==> config.mk <==
export PLATFORM = sky130hd
export DESIGN_NAME = pipe_stage_reg
export DESIGN_NICKNAME = d
export VERILOG_FILES = /design/src/hw/pipe_stage_reg.sv
export SDC_FILE = /design/constraint.sdc
export NUM_CORES = 1
export LEC_CHECK = 0
export BUFFER_PORTS_ARGS = -buffer_cell sky130_fd_sc_hd__buf_2
export CAP_MARGIN = 30
export CORE_ASPECT_RATIO = 0.6
export CORE_UTILIZATION = 44
export CTS_CLUSTER_SIZE = 25
export DETAILED_ROUTE_END_ITERATION = 10
export MAX_ROUTING_LAYER = met4
export PLACE_DENSITY = 0.78
export SYNTH_ARGS = -nofsm -noshare
export SYNTH_HDL_FRONTEND = slang
export SYNTH_SLANG_ARGS = --single-unit
export TNS_END_PERCENT = 5
==> constraint.sdc <==
create_clock -name clk -period 1.1 [get_ports clk]
set_clock_uncertainty 0.2 [all_clocks]
set_input_delay 0.11 -clock clk [delete_from_list [all_inputs] [get_ports clk]]
set_output_delay 0.11 -clock clk [all_outputs]
set_load 0.005 [all_outputs]
==> src/hw/pipe_stage_reg.sv <==
`timescale 1ns/10ps
`default_nettype none

module pipe_stage_reg #(
    parameter type payload_t = logic [31:0],
    parameter payload_t BUBBLE = '0
) (
    input  logic     clk,
    input  logic     reset,
    input  logic     stall,
    input  logic     flush,
    input  payload_t d,
    output payload_t q
);

    // Flush wins over stall
    always_ff @(posedge clk or posedge reset) begin
        if (reset) begin
            q <= BUBBLE;
        end else if (flush) begin
            q <= BUBBLE;
        end else if (!stall) begin
            q <= d;
        end
    end

endmodule

`default_nettype wire

==> qor.csv <==
metric,value,unit
cp-endpoint,q[11],
setup_violations,8,
status,"complete, but fails checks",
power_leakage,1.204,nW
synth_cell_types,7,
drive_gt1_frac,0.3744,
crit_required,0.79,ns
synth_area_leaders,"dfrtp_1 (60%), mux2i_1 (24%), nor2_1 (9.0%)",
slowest_delay,0.39,ns
max_freq,0.8938,GHz
stdcell_count,253,
path_max_fanout,2,
worst-setup-path-type,reg -> out,
synth_compound_area_frac,0,
grt_pass1_wl,5.278,mm
io_pins,68,
hold_class,in -> reg,
finalWorstSetupSlack,-0.01882,ns
p_per_area,1230,nW/um^2
track_usage,0.2379,
clk_path_buf_depth,2,
worstSetupStartpoint,q[11],
reg2reg_slack,0.07,ns
clkPwrFrac,0.344,
r2r_cells,3,
cts.sinks,32,
worstPathArrival,0.81,ns
switching_power,615.3,uW
place_area,1708,sq um
ys_seq_elements,32,
muxShareOfSynthArea,0.2413,
cts_tree,yes,
largest-register,q,
dp_hpwl,2.212,mm
slowest_stage,dfrtp_1,
ys_warn_count,0,
synth_top_cell_area_share,0.6032,
worstMarginPinSlew,0.2333,ns
top_regs,q (32),
insertion_delay,0.27,ns
min_period_over_period,1.017,
slew_headroom,0.8445,
yosysSeqAreaShare,0.6032,
clk_pin_slew,0.06,ns
portBuffers,67,
drt-initial-drc-count,51,
ant_nets,0,
cp_cell_sequence,buf_2,
crit_family,flip-flops,
fin_nets,246,
r2r_end,q[11],
dieWidth,72.91,microns
synth_nets,140,
final_cell_area,2136,sq um
grt_max_degree,33,
diodes,0,
synth_top_family_by_area,multiplexers,
peakVddDrop,0.8955,mV
yosys.area_share.simple,0.09048,
synthTopCellsByCount,"dfrtp_1 (32), mux2i_1 (32), nor2_1 (32)",
synth_flop_cell,dfrtp_1,
synth-xor-area-share,0,
worst_setup_path_start_kind,register,
avgSynthCellArea,12.76,sq um
pre_cts_slack,0.06258,ns
syn_area,1328,sq um
finalHoldViolCount,0,
drt_wl_total,3.367,mm
synthArstFlopShare,1.000,
floorplan.initialDensity,0.4623,
cts_max_level,2,
via_per_inst,4.613,
period_needed,1.119,ns
path_buf_inv,1,
cts_resized,0,
swShare,0.2342,
setup-tns-final,-0.06881,ns
worst-path-stages,1,
die_y,44.55,microns
area_growth,60.89,%
seqPwrFrac,0.487,
drc_errors,0,
power_frac_comb,0.169,
rsz0062_at_grt,true,
whs,0.01361,ns
reg2reg_from,q[11],
violations,negative setup slack,
power.total,2.627,mW
rows,15,
cp-end-kind,output pin,
grt_pass1_vias,1178,
core-area,2872,sq um
antenna_found_initial,0,
synthCells,104,
slew_viol_final,0,
p_int,2.012,mW
dp.cells,211,
yosysTopAreaCell,dfrtp_1,
cap_violations,0,
gp_congestion,0.7784,
gr-total-overflow,0,
synth_edf_count,0,
root_buffer,clkbuf_8,
vias,1167,
whs_path_depth,3,
die-area,3248,sq um
largest_register_ffs,32,
yosys.area_share.adder,0,
final_core_util,0.7438,
numCtsBuffers,5,
first_pass_iters,6,
wl_per_cell,13.31,microns
==> cell type report <==
class | count | area (sq um)
Fill cell | 222 | 735.7
Clock buffer | 8 | 90.09
Timing Repair Buffer | 106 | 748.2
Inverter | 1 | 3.754
Sequential cell | 32 | 800.8
Tap cell | 42 | 52.55
Multi-Input combinational cell | 64 | 440.4
==> power groups by stage <==
stage	logic, mW	clock network [mW]	registers [mW]
2_1_floorplan	0.180	0	1.30
3_3_place_gp	0.334	0	1.30
3_5_place_dp	0.349	0	1.30
4_1_cts	0.443	0.917	1.28
5_1_grt	0.484	0.981	1.29
6_report	0.443	0.905	1.28
==> routing by layer <==
metal / vias to the layer above / wire, microns / track usage
met2: 36 / 1755 / 0.4224
met4: 0 / 51 / 0.1020
met5: - / 0 / -
li1: 555 / - / -
met1: 568 / 1387 / 0.2401
met3: 8 / 173 / 0.08884
==> worst min path at each step <==
stage | startpoint | end
floorplan | flush | q[8]
global placement | reset | q[14]
detailed placement | reset | q[14]
CTS | flush | q[26]
global route | flush | q[10]
finish | flush | q[13]
==> repair_timing <==
action                                 CTS  global route
hold buffers                            33             0
setup buffers                            1             0
setup endpoints to repair               18            32
pin swaps                                0             0
endpoints found under the hold margin   64             0
==> logic make-up (layout without fill, tap and decap cells) <==
logic type | after synthesis | after routing
muxes | 32 | 32
DFF | 32 | 32
and+or+nand+nor | 32 | 32
buffers and inverters | 8 | 115
==> layout by cell type, fill, tap and decap left out <==
| cell type | synthesis | final |
|---|---|---|
| buf_12 | 3 | 3 |
| clkbuf_8 | 0 | 6 |
| buf_2 | 0 | 67 |
| nor2_1 | 32 | 32 |
| dfrtp_1 | 32 | 32 |
| dlygate4sd3_1 | 0 | 33 |
| clkbuf_1 | 3 | 2 |
| inv_1 | 1 | 1 |
| mux2i_1 | 32 | 32 |
| buf_4 | 0 | 3 |
(Power assumes the default switching activity.)
