## config.mk

```make
export PLATFORM = sky130hd
export DESIGN_NAME = writeback_select
export DESIGN_NICKNAME = d
export VERILOG_FILES = /design/src/hw/rv_backend_pkg.sv /design/src/hw/writeback_select.sv
export SDC_FILE = /design/constraint.sdc
export NUM_CORES = 1
export LEC_CHECK = 0
export ABC_CLOCK_PERIOD_IN_PS = 2640
export BUFFER_PORTS_ARGS = -buffer_cell sky130_fd_sc_hd__buf_2
export CORE_AREA = 2 2 91 93
export DETAILED_ROUTE_END_ITERATION = 8
export DIE_AREA = 0 0 93 95
export SYNTH_ARGS = -nofsm -noshare
export SYNTH_HDL_FRONTEND = slang
export SYNTH_SLANG_ARGS = --single-unit
```

## constraint.sdc

```tcl
create_clock -name vclk -period 2.64
set_input_delay 0.528 -clock vclk [all_inputs]
set_output_delay 0.528 -clock vclk [all_outputs]
set_load 0.01 [all_outputs]
```

## src/hw/rv_backend_pkg.sv

```systemverilog
`default_nettype none

package rv_backend_pkg;

    localparam int XLEN = 32;
    localparam int DMEM_WORDS = 256;
    localparam int DMEM_AW = $clog2(DMEM_WORDS);

    // ADDI x0, x0, 0
    localparam logic [31:0] NOP_INSTR = 32'h0000_0013;

    typedef enum logic [2:0] {
        WB_ALU  = 3'd0,
        WB_LOAD = 3'd1,
        WB_PC4  = 3'd2,
        WB_IMM  = 3'd3,
        WB_CSR  = 3'd4
    } wb_sel_t;

    // Load/store width codes from funct3
    localparam logic [2:0] F3_B  = 3'b000;
    localparam logic [2:0] F3_H  = 3'b001;
    localparam logic [2:0] F3_W  = 3'b010;
    localparam logic [2:0] F3_BU = 3'b100;
    localparam logic [2:0] F3_HU = 3'b101;

    typedef struct packed {
        logic [XLEN-1:0] pc;
        logic [31:0]     instruction;
        wb_sel_t         wb_sel;
        logic [XLEN-1:0] imm;
        logic [XLEN-1:0] csr_read_data;
        logic [XLEN-1:0] alu_result;
        logic [XLEN-1:0] store_data;
        logic            reg_write;
        logic            mem_read;
        logic            mem_write;
    } mem_stage_t;

    typedef struct packed {
        logic [XLEN-1:0] pc;
        logic [31:0]     instruction;
        wb_sel_t         wb_sel;
        logic [XLEN-1:0] imm;
        logic [XLEN-1:0] csr_read_data;
        logic [XLEN-1:0] alu_result;
        logic [XLEN-1:0] load_data;
        logic            reg_write;
    } wb_stage_t;

    localparam mem_stage_t MEM_BUBBLE = '{
        pc: '0, instruction: NOP_INSTR, wb_sel: WB_ALU, imm: '0, csr_read_data: '0,
        alu_result: '0, store_data: '0, reg_write: 1'b0, mem_read: 1'b0, mem_write: 1'b0
    };

    localparam wb_stage_t WB_BUBBLE = '{
        pc: '0, instruction: NOP_INSTR, wb_sel: WB_ALU, imm: '0, csr_read_data: '0,
        alu_result: '0, load_data: '0, reg_write: 1'b0
    };

endpackage

`default_nettype wire

```

## src/hw/writeback_select.sv

```systemverilog
`timescale 1ns/10ps
`default_nettype none

module writeback_select (
    input  rv_backend_pkg::wb_stage_t       wb_in,
    output logic [4:0]                      rd_addr,
    output logic                            rd_we,
    output logic [rv_backend_pkg::XLEN-1:0] rd_data
);

    logic [rv_backend_pkg::XLEN-1:0] pc_plus_4;

    assign pc_plus_4 = wb_in.pc + rv_backend_pkg::XLEN'(4);
    assign rd_addr   = wb_in.instruction[11:7];

    // x0 writes are dropped here
    assign rd_we = wb_in.reg_write && (rd_addr != 5'd0);

    always_comb begin
        case (wb_in.wb_sel)
            rv_backend_pkg::WB_LOAD: rd_data = wb_in.load_data;
            rv_backend_pkg::WB_PC4:  rd_data = pc_plus_4;
            rv_backend_pkg::WB_IMM:  rd_data = wb_in.imm;
            rv_backend_pkg::WB_CSR:  rd_data = wb_in.csr_read_data;
            default:                 rd_data = wb_in.alu_result;
        endcase
    end

endmodule

`default_nettype wire

```

==> results_dict.tcl <==
set metrics [dict create \
    status "completed" \
    grt_start_max_net_pins 22 \
    grt_pass1_wl_mm 17.3 \
    layout-drive-gt1-share_pct 52.7 \
    arrival_ns 2.10 \
    fin_setup_tns_ns 0 \
    crit_buf_inv 3 \
    slew_violations 0 \
    dp_cells 665 \
    final-seq-area_um2 0 \
    drt_iter0_markers 215 \
    crit_cells 8 \
    start_kind "input pin" \
    crit_start "wb_in[176]" \
    die_w_um 93 \
    worstSetupPathType "in2out" \
    crit_path_max_incr_delay_ns 0.56 \
    ant_nets 0 \
    initial_core_util_pct 25.6 \
    leakagePower_nw 1.76 \
    avgSynthCellArea_um2 6.09 \
    synth_seq_area_share_pct 0 \
    seq_cells 0 \
    syn_area_um2 2030 \
    crit_slowest_cell "or4_4" \
    ys.warnings.count 0 \
    coreArea_um2 7930 \
    wirelength_mm 11.2 \
    synth_top_cell_area_share_pct 10.1 \
    setup_slack_ns 0.0160 \
    fin_cells 670 \
    worst_pin_slew_ns 0.498 \
    yosys.area.top_type "o21ai_0" \
    rsz0062_at_grt "yes" \
    peakVddDrop_uv 88.6 \
    max-cap-violations 0 \
    place_congestion 0.865 \
    setup_violations 0 \
    maxSlewHeadroom_pct 65.9 \
    dp_slack_ns -0.198 \
    crit_chain "buf_6, nand3_2, or4_4, buf_8, o31a_1, o21ai_2, a21oi_1, buf_2" \
    nets 763 \
    die_h_um 95 \
    syn_nets 531 \
    wl_per_cell_um 16.8 \
    dp_hpwl_mm 9.03 \
    holdPathStages 2 \
    yosys-top-cells-area "o21ai_0 10%, a22o_1 9.5%, o22ai_1 8.0%" \
    grt_antenna_before_repair 1 \
    portBuffers 207 \
    hold_class "in2out" \
    syn2layout_area_growth_pct 84.0 \
    synth_cells 334 \
    num_rows 33 \
    grt_pass1_vias 3535 \
    synth_most_common_cell "o21ai_0" \
    routed_via_density 5.42 \
    vias 3633 \
    max_clock_freq_ghz 0.381 \
    io-pin-count 234 \
    worst_ep_required_time_ns 2.11 \
    yosysUniqueCellTypes 51 \
    endpoint_kind "output pin" \
    drtPass1Iterations 4 \
    num-clock-buffers 0 \
    synth_common_cells "41 x o21ai_0, 30 x nor2_1, 27 x clkbuf_1" \
    cp_max_fo 8 \
    period_share_pct 99.4 \
    final.min_clock_period_ns 2.62 \
    hold_start "wb_in[141]" \
    grt_overflow 0 \
    total_power_mw 0.611 \
    grt_use_total_pct 23.9 \
    critPathTopFamily "simple AND/OR/NAND/NOR gates" \
    power.density_nw_per_um2 163 \
    drc 0 \
    die_area_um2 8840 \
    hold_violations 0 \
]
[cell usage in the layout, fill, tap and decap left out, types with 3 or more instances in the layout]
| cell type | netlist | layout |
|---|---|---|
| a21oi_1 | 22 | 21 |
| mux2i_1 | 5 | 5 |
| buf_6 | 1 | 13 |
| buf_2 | 2 | 193 |
| nand4_1 | 7 | 7 |
| xnor2_1 | 9 | 9 |
| nor3_1 | 8 | 8 |
| a22o_1 | 22 | 22 |
| and4_1 | 5 | 5 |
| o31a_1 | 5 | 5 |
| nor4_1 | 13 | 5 |
| xor2_1 | 8 | 8 |
| o21ai_2 | 0 | 3 |
| a22oi_1 | 3 | 3 |
| nand2b_1 | 6 | 6 |
| nor4_2 | 0 | 5 |
| nor2_1 | 30 | 29 |
| o311ai_0 | 3 | 3 |
| inv_1 | 9 | 7 |
| o22ai_1 | 26 | 26 |
| o21ai_1 | 2 | 6 |
| nor4_4 | 1 | 4 |
| nand3_1 | 8 | 6 |
| buf_8 | 0 | 3 |
| o21ai_0 | 41 | 34 |
| buf_4 | 5 | 57 |
| a21boi_0 | 3 | 3 |
| a31oi_1 | 3 | 3 |
| nand2_1 | 24 | 24 |
| o221a_2 | 3 | 3 |
| a221oi_1 | 3 | 3 |
[layout make-up]
type / count / area, um2
Fill cell: 882 / 4190
Multi-Input combinational cell: 287 / 1970
Timing Repair Buffer: 267 / 1590
Tap cell: 105 / 131
Inverter: 10 / 41.3
Antenna cell: 1 / 2.50
[metrics by stage]
step | utilization (%) | hold WS [ns] | instance area (um2)
floorplan | - | 1.15 | 2030
global placement | 43.6 | 1.25 | 3450
detailed placement | 43.6 | 1.25 | 3450
CTS | 45.5 | 1.25 | 3610
global route | 47.2 | 1.26 | 3740
finish | 47.2 | 1.25 | 3740
[metal layers]
metal | track usage, % | part of all wire (%)
met4 | 3.19 | 1.0
met3 | 3.99 | 7.7
met5 | 0 | 0
met1 | 30.0 | 41
met2 | 44.0 | 50
[logic make-up (layout without fill, tap and decap cells)]
group	after synthesis	after routing	share of synthesized area, %
AND/OR/NAND/NOR	113	113	30.0
buffers and inverters	47	277	10.1
XOR/XNOR	17	17	7.32
multiplexers	5	5	2.46
adder cells (fa/ha/maj)	1	1	0.615
other	0	1	0
AO/OA/AOI/OAI	151	151	49.5
[final timing paths]
check	endpoint
max	rd_data[21]
min	rd_addr[2]
[timing repair]
| item | 4_1_cts | 5_1_grt |
|---|---|---|
| hold buffers | 0 | 0 |
| pin swaps | 18 | 11 |
| endpoints found under the setup margin | 10 | 15 |
| setup buffers | 1 | 4 |
| gates resized for setup | 38 | 24 |
| gates cloned | 1 | 0 |
[power breakdown]
group	total [mW]	switching [mW]	leakage [nW]	internal [mW]
combinational	0.611	0.306	1.76	0.305
sequential	0	0	0	0
clock	0.0000000507	0	0.00000634	0.0000000507
No activity file was read; power rests on OpenSTA's default activity.
