`src/hw/rv_backend_pkg.sv`:
```
`default_nettype none

package rv_backend_pkg;

    localparam int XLEN = 32;
    localparam int DMEM_WORDS = 256;
    localparam int DMEM_AW = $clog2(DMEM_WORDS);

    // ADDI x0, x0, 0
    localparam logic [31:0] NOP_INSTR = 32'h0000_0013;

    typedef enum logic [2:0] {
        WB_ALU  = 3'd0,
        WB_LOAD = 3'd1,
        WB_PC4  = 3'd2,
        WB_IMM  = 3'd3,
        WB_CSR  = 3'd4
    } wb_sel_t;

    // Load/store width codes from funct3
    localparam logic [2:0] F3_B  = 3'b000;
    localparam logic [2:0] F3_H  = 3'b001;
    localparam logic [2:0] F3_W  = 3'b010;
    localparam logic [2:0] F3_BU = 3'b100;
    localparam logic [2:0] F3_HU = 3'b101;

    typedef struct packed {
        logic [XLEN-1:0] pc;
        logic [31:0]     instruction;
        wb_sel_t         wb_sel;
        logic [XLEN-1:0] imm;
        logic [XLEN-1:0] csr_read_data;
        logic [XLEN-1:0] alu_result;
        logic [XLEN-1:0] store_data;
        logic            reg_write;
        logic            mem_read;
        logic            mem_write;
    } mem_stage_t;

    typedef struct packed {
        logic [XLEN-1:0] pc;
        logic [31:0]     instruction;
        wb_sel_t         wb_sel;
        logic [XLEN-1:0] imm;
        logic [XLEN-1:0] csr_read_data;
        logic [XLEN-1:0] alu_result;
        logic [XLEN-1:0] load_data;
        logic            reg_write;
    } wb_stage_t;

    localparam mem_stage_t MEM_BUBBLE = '{
        pc: '0, instruction: NOP_INSTR, wb_sel: WB_ALU, imm: '0, csr_read_data: '0,
        alu_result: '0, store_data: '0, reg_write: 1'b0, mem_read: 1'b0, mem_write: 1'b0
    };

    localparam wb_stage_t WB_BUBBLE = '{
        pc: '0, instruction: NOP_INSTR, wb_sel: WB_ALU, imm: '0, csr_read_data: '0,
        alu_result: '0, load_data: '0, reg_write: 1'b0
    };

endpackage

`default_nettype wire

```
`src/hw/register_file.sv`:
```
`timescale 1ns/10ps
`default_nettype none

module register_file (
    input  logic                            clk,
    input  logic                            reset,
    input  logic                            we,
    input  logic [4:0]                      waddr,
    input  logic [rv_backend_pkg::XLEN-1:0] wdata,
    input  logic [4:0]                      raddr_a,
    output logic [rv_backend_pkg::XLEN-1:0] rdata_a,
    input  logic [4:0]                      raddr_b,
    output logic [rv_backend_pkg::XLEN-1:0] rdata_b
);

    logic [rv_backend_pkg::XLEN-1:0] regs [1:31];

    always_ff @(posedge clk or posedge reset) begin
        if (reset) begin
            for (int i = 1; i < 32; i++) begin
                regs[i] <= '0;
            end
        end else if (we && (waddr != 5'd0)) begin
            regs[waddr] <= wdata;
        end
    end

    // Write-through when reading the register being written
    function automatic logic [rv_backend_pkg::XLEN-1:0] read_port(input logic [4:0] addr);
        if (addr == 5'd0) begin
            return '0;
        end else if (we && (addr == waddr)) begin
            return wdata;
        end
        return regs[addr];
    endfunction

    always_comb begin
        rdata_a = read_port(raddr_a);
    end

    always_comb begin
        rdata_b = read_port(raddr_b);
    end

endmodule

`default_nettype wire

```
`config.mk`:
```
export PLATFORM = sky130hd
export DESIGN_NAME = register_file
export DESIGN_NICKNAME = d
export VERILOG_FILES = /design/src/hw/rv_backend_pkg.sv /design/src/hw/register_file.sv
export SDC_FILE = /design/constraint.sdc
export NUM_CORES = 2
export LEC_CHECK = 0
export BUFFER_PORTS_ARGS = -buffer_cell sky130_fd_sc_hd__buf_2
export CORE_MARGIN = 2
export CORE_UTILIZATION = 60
export CTS_CLUSTER_SIZE = 40
export DETAILED_ROUTE_END_ITERATION = 7
export GPL_ROUTABILITY_DRIVEN = 0
export HOLD_SLACK_MARGIN = 0.1
export PLACE_DENSITY = 0.77
export SYNTH_ARGS = -nofsm -noshare
export SYNTH_HDL_FRONTEND = slang
export SYNTH_SLANG_ARGS = --single-unit
```
`constraint.sdc`:
```
create_clock -name clk -period 79.7 [get_ports clk]
set_input_delay 7.97 -clock clk [delete_from_list [all_inputs] [get_ports clk]]
set_output_delay 7.97 -clock clk [all_outputs]
set_load 0.1 [all_outputs]
```
==> reports/results.ini <==
[status]
status = complete, but fails checks
violations = design-rule violations

[timing]
period_minus_slack_ps = 20540
hold_violations = 0
max_freq_mhz = 48.7
clock_skew_ps = 0
fin_ws_ps = 59170
max_slew_margin = 0.130
slew_violations = 0
rsz0062_at_grt = false
tightest_slew_ps = 1300
fin_crit_sh = 0.258
setup_viol = 0
setup_tns_ps = 0

[layout]
post_route_cells_drive_above_1_share = 0.319
fillers = 6514
final_nets = 4376
top_regs = regs (992)
largest_register_ffs = 992
regMostFlops = regs
regArea_um2 = 24800
area_growth_pct = 8.04
multiInputGateArea_um2 = 26500

[drt]
wl_um = 178000
dr.pass1.iters = 8
viasPerCell = 7.27
ant_nets = 0
via_count = 40600
wl_per_cell_um = 31.8
drc = 2
drt-initial-drc-count = 6000

[clocking]
post_cts_resized = 0
clock_path_buffers = 3
cts_tree = built
clkLatencyLatePin_ps = 690
numCtsBuffers = 102
path_clk_slew_ps = 60
root_buffer = clkbuf_16
h-tree-depth = 3
postCtsSetupRepairBufs = 0
ctsHoldBuffers = 0
clock-sinks = 992

[global_route]
grt_pass1_vias = 41000
grt_antenna_before_repair = 22
gr-usage-all-layers = 0.392
grt_max_degree = 170
grt_overflow = 0
grt_first_pass_wirelength_um = 263000

[worst_setup_path]
rrSetupSlack_ps = 78880
critPathLaunchType = primary input
path_delay_family = buffers and inverters
critPathCaptureType = output port
critPathKind = in -> out
crit_arrival_ps = 12570
critPathMaxFanout = 72
timing.rr.start = regs[318]
path_cells = clkbuf_8 > buf_4 > nor2b_4 > buf_4 > a221oi_1 > a211oi_1 > nor2_1 > o32ai_1 > buf_2
required_ps = 71730
crit_path_frequent_cell = buf_4
cp_slowest_cell = o32ai_1
reg2reg_to = regs[318]
r2r_cells = 1
cpPeakStageDelay_ps = 1040
crit_buf_inv = 4

[placement]
dpl.hpwl_um = 102000
port_buffers = 113
post-place-ws_ps = 59490

[logic_synthesis]
synthTopCellsByArea = dfrtp_1, mux4_2, mux2_2
synth_compound_area_frac = 0.0980
synth_flop_cell = dfrtp_1
synth_seq_cells = 992
synth_seq_area_share = 0.464
syn_avg_cell_area_um2 = 12.0
ys_top_cells_by_count = dfrtp_1, nand2_1, mux2_2
synth-simple-area-share = 0.0682
yosysMostFrequentCell = dfrtp_1
yosys_warnings = 0
async_reset_ff_frac = 1.00
synthMuxAreaShare = 0.323
syn_nets = 4507
synth_top_area_frac = 0.464
yosysTopAreaCell = dfrtp_1
synth_top_family_by_area = multiplexers
syn-cell-area_um2 = 53500
yosysUniqueCellTypes = 59
synth-edff-count = 0
synthAdderAreaFrac = 0
synth_xor_area_frac = 0.00164
synth_cells = 4457

[pwr]
irDropWorstVdd_v = 0.0000261
power_density_nw_per_um2 = 26.2
power.leakage_uw = 0.0254

[hold_path]
hold_class = reg -> reg
hp-start = regs[855]
hold_path_end = regs[855]
hold_depth = 2

[floorplanning]
die_w_um = 303
io_pins = 114
fp.coreArea_um2 = 88400
dieArea_um2 = 91600
start_util = 0.606
die_h_um = 303
row_count = 109

[run]
maxCapViolations = 0

==> logic make-up after synthesis <==
| family | Yosys count |
|---|---|
| buffers and inverters | 472 |
| muxes | 1225 |
| AOI/OAI and AO/OA | 867 |
| xor gates and xnor gates | 10 |
| DFF | 992 |
| and+or+nand+nor | 891 |
==> layer usage <==
metal / GRT usage / up-vias / share of wire
met5: 0.0119 / - / 0.0011
met4: 0.209 / 14 / 0.060
met3: 0.142 / 745 / 0.14
met2: 0.563 / 3013 / 0.43
met1: 0.521 / 20700 / 0.37
li1: - / 16200 / -
==> tightest hold or removal path, cell delays in order, from the launching register on <==
cell	delay (ps)
dfrtp_1	360
nand2_1	50
o21ai_0	60
==> how the worst max path moves through the flow <==
stage / startpoint / depth (start not counted) / slack [ps] / end
3_3_place_gp: raddr_a[1] / 9 / 59370 / rdata_a[9]
6_report: raddr_a[1] / 9 / 59170 / rdata_a[25]
4_1_cts: raddr_a[1] / 9 / 59450 / rdata_a[9]
5_1_grt: raddr_a[1] / 9 / 59220 / rdata_a[25]
3_5_place_dp: raddr_a[1] / 9 / 59490 / rdata_a[9]
2_1_floorplan: reset / 1 / 43820 / regs[0]
==> stage by stage <==
step / instances / hold slack [ps] / util / power [µW] / area (µm²)
after floorplan: 4457 / 460 / - / 920 / 53500
after global placement: 5387 / 473 / 0.614 / 986 / 54300
after detailed placement: 5387 / 485 / 0.614 / 1000 / 54300
after CTS: 5576 / 499 / 0.654 / 1510 / 57800
after global routing: 5583 / 518 / 0.654 / 1570 / 57800
final: 5589 / 502 / 0.655 / 1520 / 57800
==> layout by cell type, fill, tap and decap left out, types with 14 or more instances in the layout <==
cell       count
nor2_4        17
mux2_2       640
a21oi_1       77
nand2_2       15
nand3_1       18
mux4_2       338
inv_1         34
a21o_1        16
a31oi_1       46
a221o_1       14
clkinv_2      28
nand2_1      663
o32ai_1       31
buf_4         83
clkbuf_16    106
a221oi_1      93
o221ai_1      14
clkbuf_8      21
buf_2        106
a211oi_1      49
o21ai_1       14
nor2_1        88
o21ai_0      480
nor2b_1       45
o31ai_1       14
mux2i_1      234
dfrtp_1      992
==> report_power, final <==
part / switching [µW] / total (µW) / internal [µW]
clock network: 212 / 509 / 297
registers: 75.3 / 676 / 600
logic: 177 / 332 / 155
==> cell type report <==
cell class,count,share of cell area
multi-input cells,2993,0.458
flip-flops and latches,992,0.429
clock buffers,139,0.0515
well taps,1165,0.0252
repair buffers,200,0.0232
clock inverters,50,0.00986
inverters,37,0.00255
diodes,13,0.000562
No activity file was read; power rests on OpenSTA's default activity.
