===== src/hw/rv_backend_pkg.sv =====
`default_nettype none

package rv_backend_pkg;

    localparam int XLEN = 32;
    localparam int DMEM_WORDS = 256;
    localparam int DMEM_AW = $clog2(DMEM_WORDS);

    // ADDI x0, x0, 0
    localparam logic [31:0] NOP_INSTR = 32'h0000_0013;

    typedef enum logic [2:0] {
        WB_ALU  = 3'd0,
        WB_LOAD = 3'd1,
        WB_PC4  = 3'd2,
        WB_IMM  = 3'd3,
        WB_CSR  = 3'd4
    } wb_sel_t;

    // Load/store width codes from funct3
    localparam logic [2:0] F3_B  = 3'b000;
    localparam logic [2:0] F3_H  = 3'b001;
    localparam logic [2:0] F3_W  = 3'b010;
    localparam logic [2:0] F3_BU = 3'b100;
    localparam logic [2:0] F3_HU = 3'b101;

    typedef struct packed {
        logic [XLEN-1:0] pc;
        logic [31:0]     instruction;
        wb_sel_t         wb_sel;
        logic [XLEN-1:0] imm;
        logic [XLEN-1:0] csr_read_data;
        logic [XLEN-1:0] alu_result;
        logic [XLEN-1:0] store_data;
        logic            reg_write;
        logic            mem_read;
        logic            mem_write;
    } mem_stage_t;

    typedef struct packed {
        logic [XLEN-1:0] pc;
        logic [31:0]     instruction;
        wb_sel_t         wb_sel;
        logic [XLEN-1:0] imm;
        logic [XLEN-1:0] csr_read_data;
        logic [XLEN-1:0] alu_result;
        logic [XLEN-1:0] load_data;
        logic            reg_write;
    } wb_stage_t;

    localparam mem_stage_t MEM_BUBBLE = '{
        pc: '0, instruction: NOP_INSTR, wb_sel: WB_ALU, imm: '0, csr_read_data: '0,
        alu_result: '0, store_data: '0, reg_write: 1'b0, mem_read: 1'b0, mem_write: 1'b0
    };

    localparam wb_stage_t WB_BUBBLE = '{
        pc: '0, instruction: NOP_INSTR, wb_sel: WB_ALU, imm: '0, csr_read_data: '0,
        alu_result: '0, load_data: '0, reg_write: 1'b0
    };

endpackage

`default_nettype wire


===== src/hw/dmem_if.sv =====
`timescale 1ns/10ps
`default_nettype none

interface dmem_if;

    logic                               we;
    logic [3:0]                         byte_en;
    logic [rv_backend_pkg::DMEM_AW-1:0] word_addr;
    logic [rv_backend_pkg::XLEN-1:0]    wdata;
    logic [rv_backend_pkg::XLEN-1:0]    rdata;

    modport requester (
        output we, byte_en, word_addr, wdata,
        input  rdata
    );

    modport memory (
        input  we, byte_en, word_addr, wdata,
        output rdata
    );

endinterface

`default_nettype wire


===== src/hw/load_store_unit.sv =====
`timescale 1ns/10ps
`default_nettype none

module load_store_unit (
    input  rv_backend_pkg::mem_stage_t mem_in,
    dmem_if.requester                  dmem,
    output rv_backend_pkg::wb_stage_t  wb_out
);

    logic [2:0]                      funct3;
    logic [1:0]                      addr_lo;
    logic [rv_backend_pkg::XLEN-1:0] shifted;
    logic [rv_backend_pkg::XLEN-1:0] extended;

    assign funct3  = mem_in.instruction[14:12];
    assign addr_lo = mem_in.alu_result[1:0];

    // Upper address bits beyond the RAM size wrap around
    assign dmem.word_addr = mem_in.alu_result[rv_backend_pkg::DMEM_AW+1:2];
    assign dmem.we        = mem_in.mem_write;

    // Store lanes
    always_comb begin
        case (funct3)
            rv_backend_pkg::F3_B: begin
                dmem.byte_en = 4'b0001 << addr_lo;
                dmem.wdata   = {4{mem_in.store_data[7:0]}};
            end
            rv_backend_pkg::F3_H: begin
                dmem.byte_en = addr_lo[1] ? 4'b1100 : 4'b0011;
                dmem.wdata   = {2{mem_in.store_data[15:0]}};
            end
            default: begin
                dmem.byte_en = 4'b1111;
                dmem.wdata   = mem_in.store_data;
            end
        endcase
    end

    // Addressed byte or half lands in the low bits
    assign shifted = dmem.rdata >> {addr_lo, 3'b000};

    always_comb begin
        case (funct3)
            rv_backend_pkg::F3_B:  extended = {{24{shifted[7]}}, shifted[7:0]};
            rv_backend_pkg::F3_BU: extended = {24'b0, shifted[7:0]};
            rv_backend_pkg::F3_H:  extended = {{16{shifted[15]}}, shifted[15:0]};
            rv_backend_pkg::F3_HU: extended = {16'b0, shifted[15:0]};
            default:               extended = shifted;
        endcase
    end

    always_comb begin
        wb_out.pc            = mem_in.pc;
        wb_out.instruction   = mem_in.instruction;
        wb_out.wb_sel        = mem_in.wb_sel;
        wb_out.imm           = mem_in.imm;
        wb_out.csr_read_data = mem_in.csr_read_data;
        wb_out.alu_result    = mem_in.alu_result;
        wb_out.load_data     = mem_in.mem_read ? extended : '0;
        wb_out.reg_write     = mem_in.reg_write;
    end

endmodule

`default_nettype wire


===== src/flat_wrapper.sv =====
// flat-port wrapper written by rule: the top's interface ports become plain ports
module load_store_unit_flat 
  (mem_in, wb_out, dmem_we, dmem_byte_en, dmem_word_addr, dmem_wdata, dmem_rdata);
  dmem_if dmem_i ();
  input  rv_backend_pkg::mem_stage_t mem_in;
  output rv_backend_pkg::wb_stage_t wb_out;
  output wire logic [$bits(dmem_i.we)-1:0] dmem_we;
  output wire logic [$bits(dmem_i.byte_en)-1:0] dmem_byte_en;
  output wire logic [$bits(dmem_i.word_addr)-1:0] dmem_word_addr;
  output wire logic [$bits(dmem_i.wdata)-1:0] dmem_wdata;
  input wire logic [$bits(dmem_i.rdata)-1:0] dmem_rdata;
  assign dmem_we = dmem_i.we;
  assign dmem_byte_en = dmem_i.byte_en;
  assign dmem_word_addr = dmem_i.word_addr;
  assign dmem_wdata = dmem_i.wdata;
  assign dmem_i.rdata = dmem_rdata;
  load_store_unit u_core (.mem_in(mem_in), .dmem(dmem_i), .wb_out(wb_out));
endmodule

===== config.mk =====
export PLATFORM = sky130hd
export DESIGN_NAME = load_store_unit_flat
export DESIGN_NICKNAME = d
export VERILOG_FILES = /design/src/hw/rv_backend_pkg.sv /design/src/hw/dmem_if.sv /design/src/hw/load_store_unit.sv /design/src/flat_wrapper.sv
export SDC_FILE = /design/constraint.sdc
export NUM_CORES = 1
export LEC_CHECK = 0
export BUFFER_PORTS_ARGS = -buffer_cell sky130_fd_sc_hd__buf_2
export CORE_AREA = 3 3 183 185
export DETAILED_ROUTE_END_ITERATION = 8
export DIE_AREA = 0 0 186 188
export PLACE_DENSITY = 0.41
export SETUP_SLACK_MARGIN = 0.3
export SLEW_MARGIN = 10
export SYNTH_ARGS = -nofsm -noshare
export SYNTH_HDL_FRONTEND = slang
export SYNTH_SLANG_ARGS = --single-unit
export TNS_END_PERCENT = 30

===== constraint.sdc =====
create_clock -name vclk -period 3.4
set_clock_uncertainty 0.2 [all_clocks]
set_input_delay 0.34 -clock vclk [all_inputs]
set_output_delay 0.34 -clock vclk [all_outputs]
set_load 0.01 [all_outputs]

==> impl_table.tex, run 1 <==
\begin{tabular}{lr}
\hline
Metric & Value \\
\hline
\multicolumn{2}{l}{\textbf{Synth}} \\
\quad Area leader, netlist & sky130\_fd\_sc\_hd\_\_buf\_4 \\
\quad Top cell types by occurrence after synthesis & sky130\_fd\_sc\_hd\_\_buf\_4 (183), sky130\_fd\_sc\_hd\_\_nand2\_1 (25), sky130\_fd\_sc\_hd\_\_mux2\_2 (24) \\
\quad Yosys warns & 0 \\
\quad Most used standard cell by instance count after synthesis & sky130\_fd\_sc\_hd\_\_buf\_4 \\
\quad Multiplexer area fraction after synthesis & 21.04\% \\
\quad Average size of a mapped cell & 7.248 sq um \\
\quad Yosys top cell area share & 55.26\% \\
\quad Xor and xnor fraction of the mapped netlist area & 0\% \\
\quad Post-synthesis adder-cell area fraction & 0\% \\
\quad Share of the synthesized area in compound gates (AO/OA/AOI/OAI) & 11.17\% \\
\quad Area of the mapped netlist & 2486 sq um \\
\quad Area fraction in and, or, nand and nor cells after synthesis & 9.663\% \\
\quad Number of distinct library cells after synthesis & 24 \\
\quad Dominant cells by area after synthesis & sky130\_fd\_sc\_hd\_\_buf\_4 (55\%), sky130\_fd\_sc\_hd\_\_mux2\_2 (11\%), sky130\_fd\_sc\_hd\_\_mux2i\_1 (9.3\%) \\
\quad Post-synthesis sequential area ratio & 0\% \\
\quad Number of nets in the synthesized netlist & 573 \\
\quad Gate Count Post-Synth & 343 \\
\quad Main combinational cell family by area after synthesis & buffers and inverters \\
\multicolumn{2}{l}{\textbf{Global route}} \\
\quad Number of global-route vias before repair & 1939 \\
\quad Grt peak-use layer & met2 \\
\quad Met3 Usage GRT & 3.123\% \\
\quad Largest net degree at the start of global routing & 29 \\
\quad Overall fraction of global-route tracks in use & 5.838\% \\
\quad Number of antenna violations at the first check in global routing & 2 \\
\quad First-pass GRT wire length & 14630 um \\
\quad Global routing usage on met1 & 6.738\% \\
\quad Met2 track demand over resource in global routing & 8.695\% \\
\quad Gr ovfl total & 0 \\
\multicolumn{2}{l}{\textbf{Timing}} \\
\quad Tightest hold margin & 0.4800 ns \\
\quad RSZ-0062 raised after global routing & no \\
\quad Worst-Margin Slew & 1.017 ns \\
\quad Slew headroom & 31.75\% \\
\quad Min setup slack post-route & 0.6396 ns \\
\quad Setup violators final & 0 \\
\quad Fin. max-slew vios & 0 \\
\quad Final hold viol count & 0 \\
\quad Total Neg Setup Slack & 0 ns \\
\quad Final period utilization & 81.19\% \\
\quad Max Clk Rate & 0.3623 GHz \\
\quad Final period demand of the worst path & 2.760 ns \\
\multicolumn{2}{l}{\textbf{Power}} \\
\quad Maximum ir drop on the vdd rail & 32.07 uV \\
\quad Pwr dens & 124.7 nW/um\^{}2 \\
\quad Static leakage & 1.154 nW \\
\multicolumn{2}{l}{\textbf{Layout}} \\
\quad Clock buffer cells & 0 \\
\quad Number of nets at the end of the flow & 531 \\
\quad Fraction of final layout cells with drive strength greater than 1 & 59.53\% \\
\quad Ant diodes & 0 \\
\quad Number of flip-flops and latches & 0 \\
\quad Area overhead of the layout relative to synthesis & -5.989\% \\
\quad Combined flip-flop and latch cell area & 0 sq um \\
\quad Filler Cell Count & 3835 \\
\multicolumn{2}{l}{\textbf{Die}} \\
\quad Y dimension of the die & 188 um \\
\quad IO Pins & 471 \\
\quad Site row count & 66 \\
\quad Die Width & 186 um \\
\quad Die area & 34970 sq um \\
\quad Initial core utilization & 7.720\% \\
\quad Placeable core area & 32210 sq um \\
\multicolumn{2}{l}{\textbf{Min path}} \\
\quad Class of the worst hold path & input pin to output port \\
\quad Hold path startpoint & mem\_in[102] \\
\quad Worst Hold Path Cells & 0 \\
\quad Endpoint of the worst hold path & wb\_out[100] \\
\multicolumn{2}{l}{\textbf{Worst setup path}} \\
\quad Arrival time worst endpoint & 2.22 ns \\
\quad Ordered cell list for the critical path & buf\_2, and2b\_1, buf\_4, a22oi\_1, a2111o\_1, o21ai\_0, buf\_2 \\
\quad Required time of the critical path & 2.86 ns \\
\quad Most repeated library cell on the critical path & sky130\_fd\_sc\_hd\_\_buf\_2 \\
\quad Worst path bufs/invs & 3 \\
\quad Worst-path maximum fanout & 16 \\
\quad WS Path Type & input pin to output port \\
\quad Delay of the slowest cell on the worst path & 0.56 ns \\
\quad Crit-path slowest cell & sky130\_fd\_sc\_hd\_\_a2111o\_1 \\
\quad Largest delay contributor family on the critical path & compound AO/OA/AOI/OAI gates \\
\quad Crit start category & input pin \\
\quad Type of element capturing the critical path & output port \\
\multicolumn{2}{l}{\textbf{Clock network}} \\
\quad Hold-fix buffers at CTS & 0 \\
\quad Post-CTS setup repair buffer count & 0 \\
\quad Number of resized instances in the post-cts repair step & 0 \\
\multicolumn{2}{l}{\textbf{Drt}} \\
\quad Final routed wirelength across all metal layers & 11470 um \\
\quad Detailed router's first-iteration violation count & 72 \\
\quad Number of detailed-routing iterations run before antenna repair & 4 \\
\quad Routed length per placed instance & 16.22 um \\
\quad Number of nets with antenna violations after detailed routing & 0 \\
\quad Avg Vias per Cell & 2.844 \\
\quad DR DRC count & 0 \\
\quad Total via count after detailed routing & 2011 \\
\multicolumn{2}{l}{\textbf{Placed design}} \\
\quad Global placer's final weighted congestion & 0.6724 \\
\quad Post-Place Setup Slack & 0.5910 ns \\
\quad HPWL after DPL & 9848 um \\
\quad Port buffer count & 143 \\
\multicolumn{2}{l}{\textbf{Job}} \\
\quad \# Max-Cap Violations & 0 \\
\multicolumn{2}{l}{\textbf{Status}} \\
\quad Result of the run & completed \\
\hline
\end{tabular}
## worst max path at each step
stage | start | endpoint | slack [ns] | cells past startpoint
2_1_floorplan | mem_in[36] | wb_out[23] | 1.32 | 7
3_3_place_gp | mem_in[35] | wb_out[17] | 0.58 | 7
3_5_place_dp | mem_in[35] | wb_out[17] | 0.59 | 7
4_1_cts | mem_in[35] | wb_out[17] | 0.59 | 7
5_1_grt | mem_in[35] | wb_out[17] | 0.50 | 7
6_report | mem_in[35] | wb_out[17] | 0.64 | 7
## kinds of logic after synthesis
| group | count (synthesis) |
|---|---|
| compound gates | 46 |
| buf+inv | 197 |
| mux | 48 |
| simple gates | 52 |
## where the power goes
part | internal (mW) | switching, mW
Clock | 0 | 0
Combinational | 0.129 | 0.163
Sequential | 0 | 0
## layer usage
layer | vias up | wire (um) | share of wire [%]
li1 | 867 | - | -
met1 | 872 | 4261 | 37
met2 | 190 | 4887 | 43
met3 | 78 | 1646 | 14
met4 | 4 | 647 | 5.6
met5 | - | 27 | 0.24
## per-stage QoR
stage / util [%] / cells / cell area [sq um] / total power, mW
after detailed placement: 7.257 / 707 / 2337 / 0.2960
final: 7.257 / 707 / 2337 / 0.2914
after floorplan: - / 343 / 2486 / 0.3576
after global routing: 7.257 / 707 / 2337 / 0.3172
after global placement: 7.257 / 707 / 2337 / 0.2971
after CTS: 7.257 / 707 / 2337 / 0.2973
## placed cells by master, fill, tap and decap left out, types with 2 or more instances in the layout
| master | count |
|---|---|
| sky130_fd_sc_hd__nor2b_1 | 2 |
| sky130_fd_sc_hd__o21ai_0 | 20 |
| sky130_fd_sc_hd__and3_1 | 7 |
| sky130_fd_sc_hd__mux2i_1 | 23 |
| sky130_fd_sc_hd__nand2_1 | 25 |
| sky130_fd_sc_hd__buf_2 | 143 |
| sky130_fd_sc_hd__buf_4 | 8 |
| sky130_fd_sc_hd__mux2_2 | 24 |
| sky130_fd_sc_hd__inv_1 | 2 |
| sky130_fd_sc_hd__a21oi_1 | 15 |
| sky130_fd_sc_hd__nor2_1 | 11 |
| sky130_fd_sc_hd__and2_1 | 2 |
| sky130_fd_sc_hd__o211a_1 | 7 |
## layout make-up
class | count | area, sq um | share of cell area [%]
Inverter | 2 | 7.507 | 0.3212
Timing Repair Buffer | 151 | 775.7 | 33.19
Multi-Input combinational cell | 146 | 1044 | 44.65
Tap cell | 408 | 510.5 | 21.84
No activity file was read; power rests on OpenSTA's default activity.
==> run 2, diff against run 1 <==
--- a/config.mk
+++ b/config.mk
@@ -9,7 +9,7 @@
 export CORE_AREA = 3 3 183 185
 export DETAILED_ROUTE_END_ITERATION = 8
 export DIE_AREA = 0 0 186 188
-export PLACE_DENSITY = 0.41
+export PLACE_DENSITY = 0.42
 export SETUP_SLACK_MARGIN = 0.3
 export SLEW_MARGIN = 10
 export SYNTH_ARGS = -nofsm -noshare
==> constraint.sdc (replaced) <==
create_clock -name vclk -period 2.3
set_clock_uncertainty 0.2 [all_clocks]
set_input_delay 0.23 -clock vclk [all_inputs]
set_output_delay 0.23 -clock vclk [all_outputs]
set_load 0.01 [all_outputs]
==> run 2 against run 1 <==
  * Sequential cell count is the same
  * Routed wire length grew 12%
  * Die area is the same
  * Worst setup slack lost 0.36 ns
  * First-iteration DRC count shrank 51%
  * Critical path type unchanged
  * Global-route usage grew 0.68 points
  * Critical endpoint is now wb_out[22]
  * Sequential share of layout area is the same
  * Combinational power grew 65%
  * Cell count grew 2.0%
  * Non-clock buffer count grew 14
==> impl_table.tex, run 2 (same netlist as run 1, synthesis figures left out) <==
\begin{tabular}{lr}
\hline
Metric & Value \\
\hline
\multicolumn{2}{l}{\textbf{Status}} \\
\quad Result of the run & completed \\
\multicolumn{2}{l}{\textbf{Timing}} \\
\quad Max Clk Rate & 0.4945 GHz \\
\quad Fin. max-slew vios & 0 (unchanged) \\
\quad Min setup slack post-route & 0.2777 ns (-0.3619 ns) \\
\quad Final period utilization & 87.93\% \\
\quad Worst-Margin Slew & 0.4090 ns (-0.6079 ns) \\
\quad Setup violators final & 0 (unchanged) \\
\quad RSZ-0062 raised after global routing & yes \\
\quad Slew headroom & 71.95\% (+40 points) \\
\quad Final period demand of the worst path & 2.022 ns \\
\quad Final hold viol count & 0 (unchanged) \\
\multicolumn{2}{l}{\textbf{Placed design}} \\
\quad Standard cell area after detailed placement & 2402 sq um (+2.8\%) \\
\quad Global placer's final weighted congestion & 0.6814 (+1.3\%) \\
\quad DP Cell Count & 714 (+0.99\%) \\
\quad HPWL after DPL & 10810 um (+9.7\%) \\
\quad Post-Place Setup Slack & -0.2755 ns (-0.8666 ns) \\
\quad Port buffer count & 143 (unchanged) \\
\multicolumn{2}{l}{\textbf{Die}} \\
\quad Placeable core area & 32210 sq um (unchanged) \\
\quad Y dimension of the die & 188 um (unchanged) \\
\quad Die area & 34970 sq um (unchanged) \\
\quad IO Pins & 471 (unchanged) \\
\quad Site row count & 66 (unchanged) \\
\quad Die Width & 186 um (unchanged) \\
\quad Initial core utilization & 7.720\% (unchanged) \\
\multicolumn{2}{l}{\textbf{Layout}} \\
\quad Ant diodes & 0 (unchanged) \\
\quad Fin cells & 721 (+2.0\%) \\
\quad Combined flip-flop and latch cell area & 0 sq um (unchanged) \\
\quad Number of flip-flops and latches & 0 (unchanged) \\
\quad Filler Cell Count & 3825 (-0.26\%) \\
\quad Fraction of the core area covered by cells at the end of the flow & 7.972\% (+0.71 points) \\
\quad Area overhead of the layout relative to synthesis & 3.271\% \\
\quad Cell area after layout & 2567 sq um (+9.9\%) \\
\quad Commonest non-fill, non-tap cell in the layout & sky130\_fd\_sc\_hd\_\_buf\_2 \\
\quad Clock buffer cells & 0 (unchanged) \\
\quad Number of nets at the end of the flow & 545 (+2.6\%) \\
\quad Leading cell types in the layout, fill and taps excluded & sky130\_fd\_sc\_hd\_\_buf\_2 (139), sky130\_fd\_sc\_hd\_\_mux2\_2 (23), sky130\_fd\_sc\_hd\_\_mux2i\_1 (23), sky130\_fd\_sc\_hd\_\_nand2\_1 (23), sky130\_fd\_sc\_hd\_\_buf\_4 (20) \\
\quad Fraction of final layout cells with drive strength greater than 1 & 66.13\% (+6.6 points) \\
\multicolumn{2}{l}{\textbf{Drt}} \\
\quad Avg Vias per Cell & 2.961 (+4.1\%) \\
\quad Total via count after detailed routing & 2135 (+6.2\%) \\
\quad DR DRC count & 0 (unchanged) \\
\quad Number of nets with antenna violations after detailed routing & 0 (unchanged) \\
\quad Routed length per placed instance & 17.74 um (+9.4\%) \\
\quad Number of detailed-routing iterations run before antenna repair & 4 (unchanged) \\
\quad Final routed wirelength across all metal layers & 12790 um (+12\%) \\
\quad Detailed router's first-iteration violation count & 35 (-51\%) \\
\multicolumn{2}{l}{\textbf{Power}} \\
\quad Post-route total power & 0.4805 mW (+65\%) \\
\quad Maximum ir drop on the vdd rail & 41.44 uV (+29\%) \\
\quad Pwr dens & 187.1 nW/um\^{}2 (+50\%) \\
\quad Static leakage & 1.265 nW (+9.6\%) \\
\multicolumn{2}{l}{\textbf{Worst setup path}} \\
\quad Type of element capturing the critical path & output port \\
\quad Arrival time worst endpoint & 1.59 ns (-0.63 ns) \\
\quad Worst-path maximum fanout & 8 (-8) \\
\quad Crit start category & input pin \\
\quad WS Path Type & input pin to output port \\
\quad Required time of the critical path & 1.87 ns (-0.99 ns) \\
\multicolumn{2}{l}{\textbf{Global route}} \\
\quad Number of antenna violations at the first check in global routing & 2 (unchanged) \\
\quad Gr ovfl total & 0 (unchanged) \\
\quad Number of global-route vias before repair & 2129 (+9.8\%) \\
\quad Largest net degree at the start of global routing & 29 (unchanged) \\
\quad First-pass GRT wire length & 16300 um (+11\%) \\
\quad Overall fraction of global-route tracks in use & 6.518\% (+0.68 points) \\
\multicolumn{2}{l}{\textbf{Job}} \\
\quad \# Max-Cap Violations & 0 (unchanged) \\
\multicolumn{2}{l}{\textbf{Min path}} \\
\quad Class of the worst hold path & input pin to output port \\
\hline
\end{tabular}
run 2: cell types whose count changed in the layout (fill, tap and decap cells not counted), moves of 3 or more:
cell / change
sky130_fd_sc_hd__buf_6: +3
sky130_fd_sc_hd__buf_4: +12
sky130_fd_sc_hd__o21ai_2: +8
sky130_fd_sc_hd__buf_2: -4
sky130_fd_sc_hd__o21ai_0: -9
run 2: worst paths after layout:
path,from,endpoint,slack [ns],depth (start not counted)
setup / recovery,mem_in[35],wb_out[22],0.28,7
hold / removal,mem_in[157],wb_out[155],0.26,0
run 2: critical path, cell delays in order:
cell	delay (ns)
sky130_fd_sc_hd__buf_12	0.11
sky130_fd_sc_hd__and2b_2	0.23
sky130_fd_sc_hd__a22oi_2	0.06
sky130_fd_sc_hd__a2111o_1	0.54
sky130_fd_sc_hd__buf_12	0.21
sky130_fd_sc_hd__o21ai_2	0.06
sky130_fd_sc_hd__buf_2	0.14
run 2: final cells by class:
| cell class | instances | area (sq um) | share of cell area, % |
|---|---|---|---|
| multi-input cells | 146 | 1105 | 43.03 |
| repair buffers | 165 | 944.7 | 36.79 |
| well taps | 408 | 510.5 | 19.88 |
| inverters | 2 | 7.507 | 0.2924 |
run 2: what timing repair did:
item | CTS | global route
hold buffers | 0 | 0
gates resized for setup | 8 | 28
buffers inserted | 2 | 4
endpoints found under the setup margin | 24 | 24
gates cloned | 0 | 1
pin swaps | 2 | 2
run 2: per-stage QoR:
stage          hold slack (ns)  setup TNS (ns)
2_1_floorplan           0.3518               0
3_3_place_gp            0.2601          -1.660
3_5_place_dp            0.2601          -1.610
4_1_cts                 0.2601               0
5_1_grt                 0.2600               0
6_report                0.2600               0
run 2: power breakdown:
group / total, mW / switching, mW / internal (mW)
Clock: 0 / 0 / 0
Sequential: 0 / 0 / 0
Combinational: 0.480 / 0.258 / 0.222
run 2: metal layers:
layer | track usage (%) | wire (um)
met5 | 1.143 | 81
met4 | 4.411 | 935
met2 | 9.090 | 5230
met3 | 3.181 | 1730
met1 | 7.697 | 4814
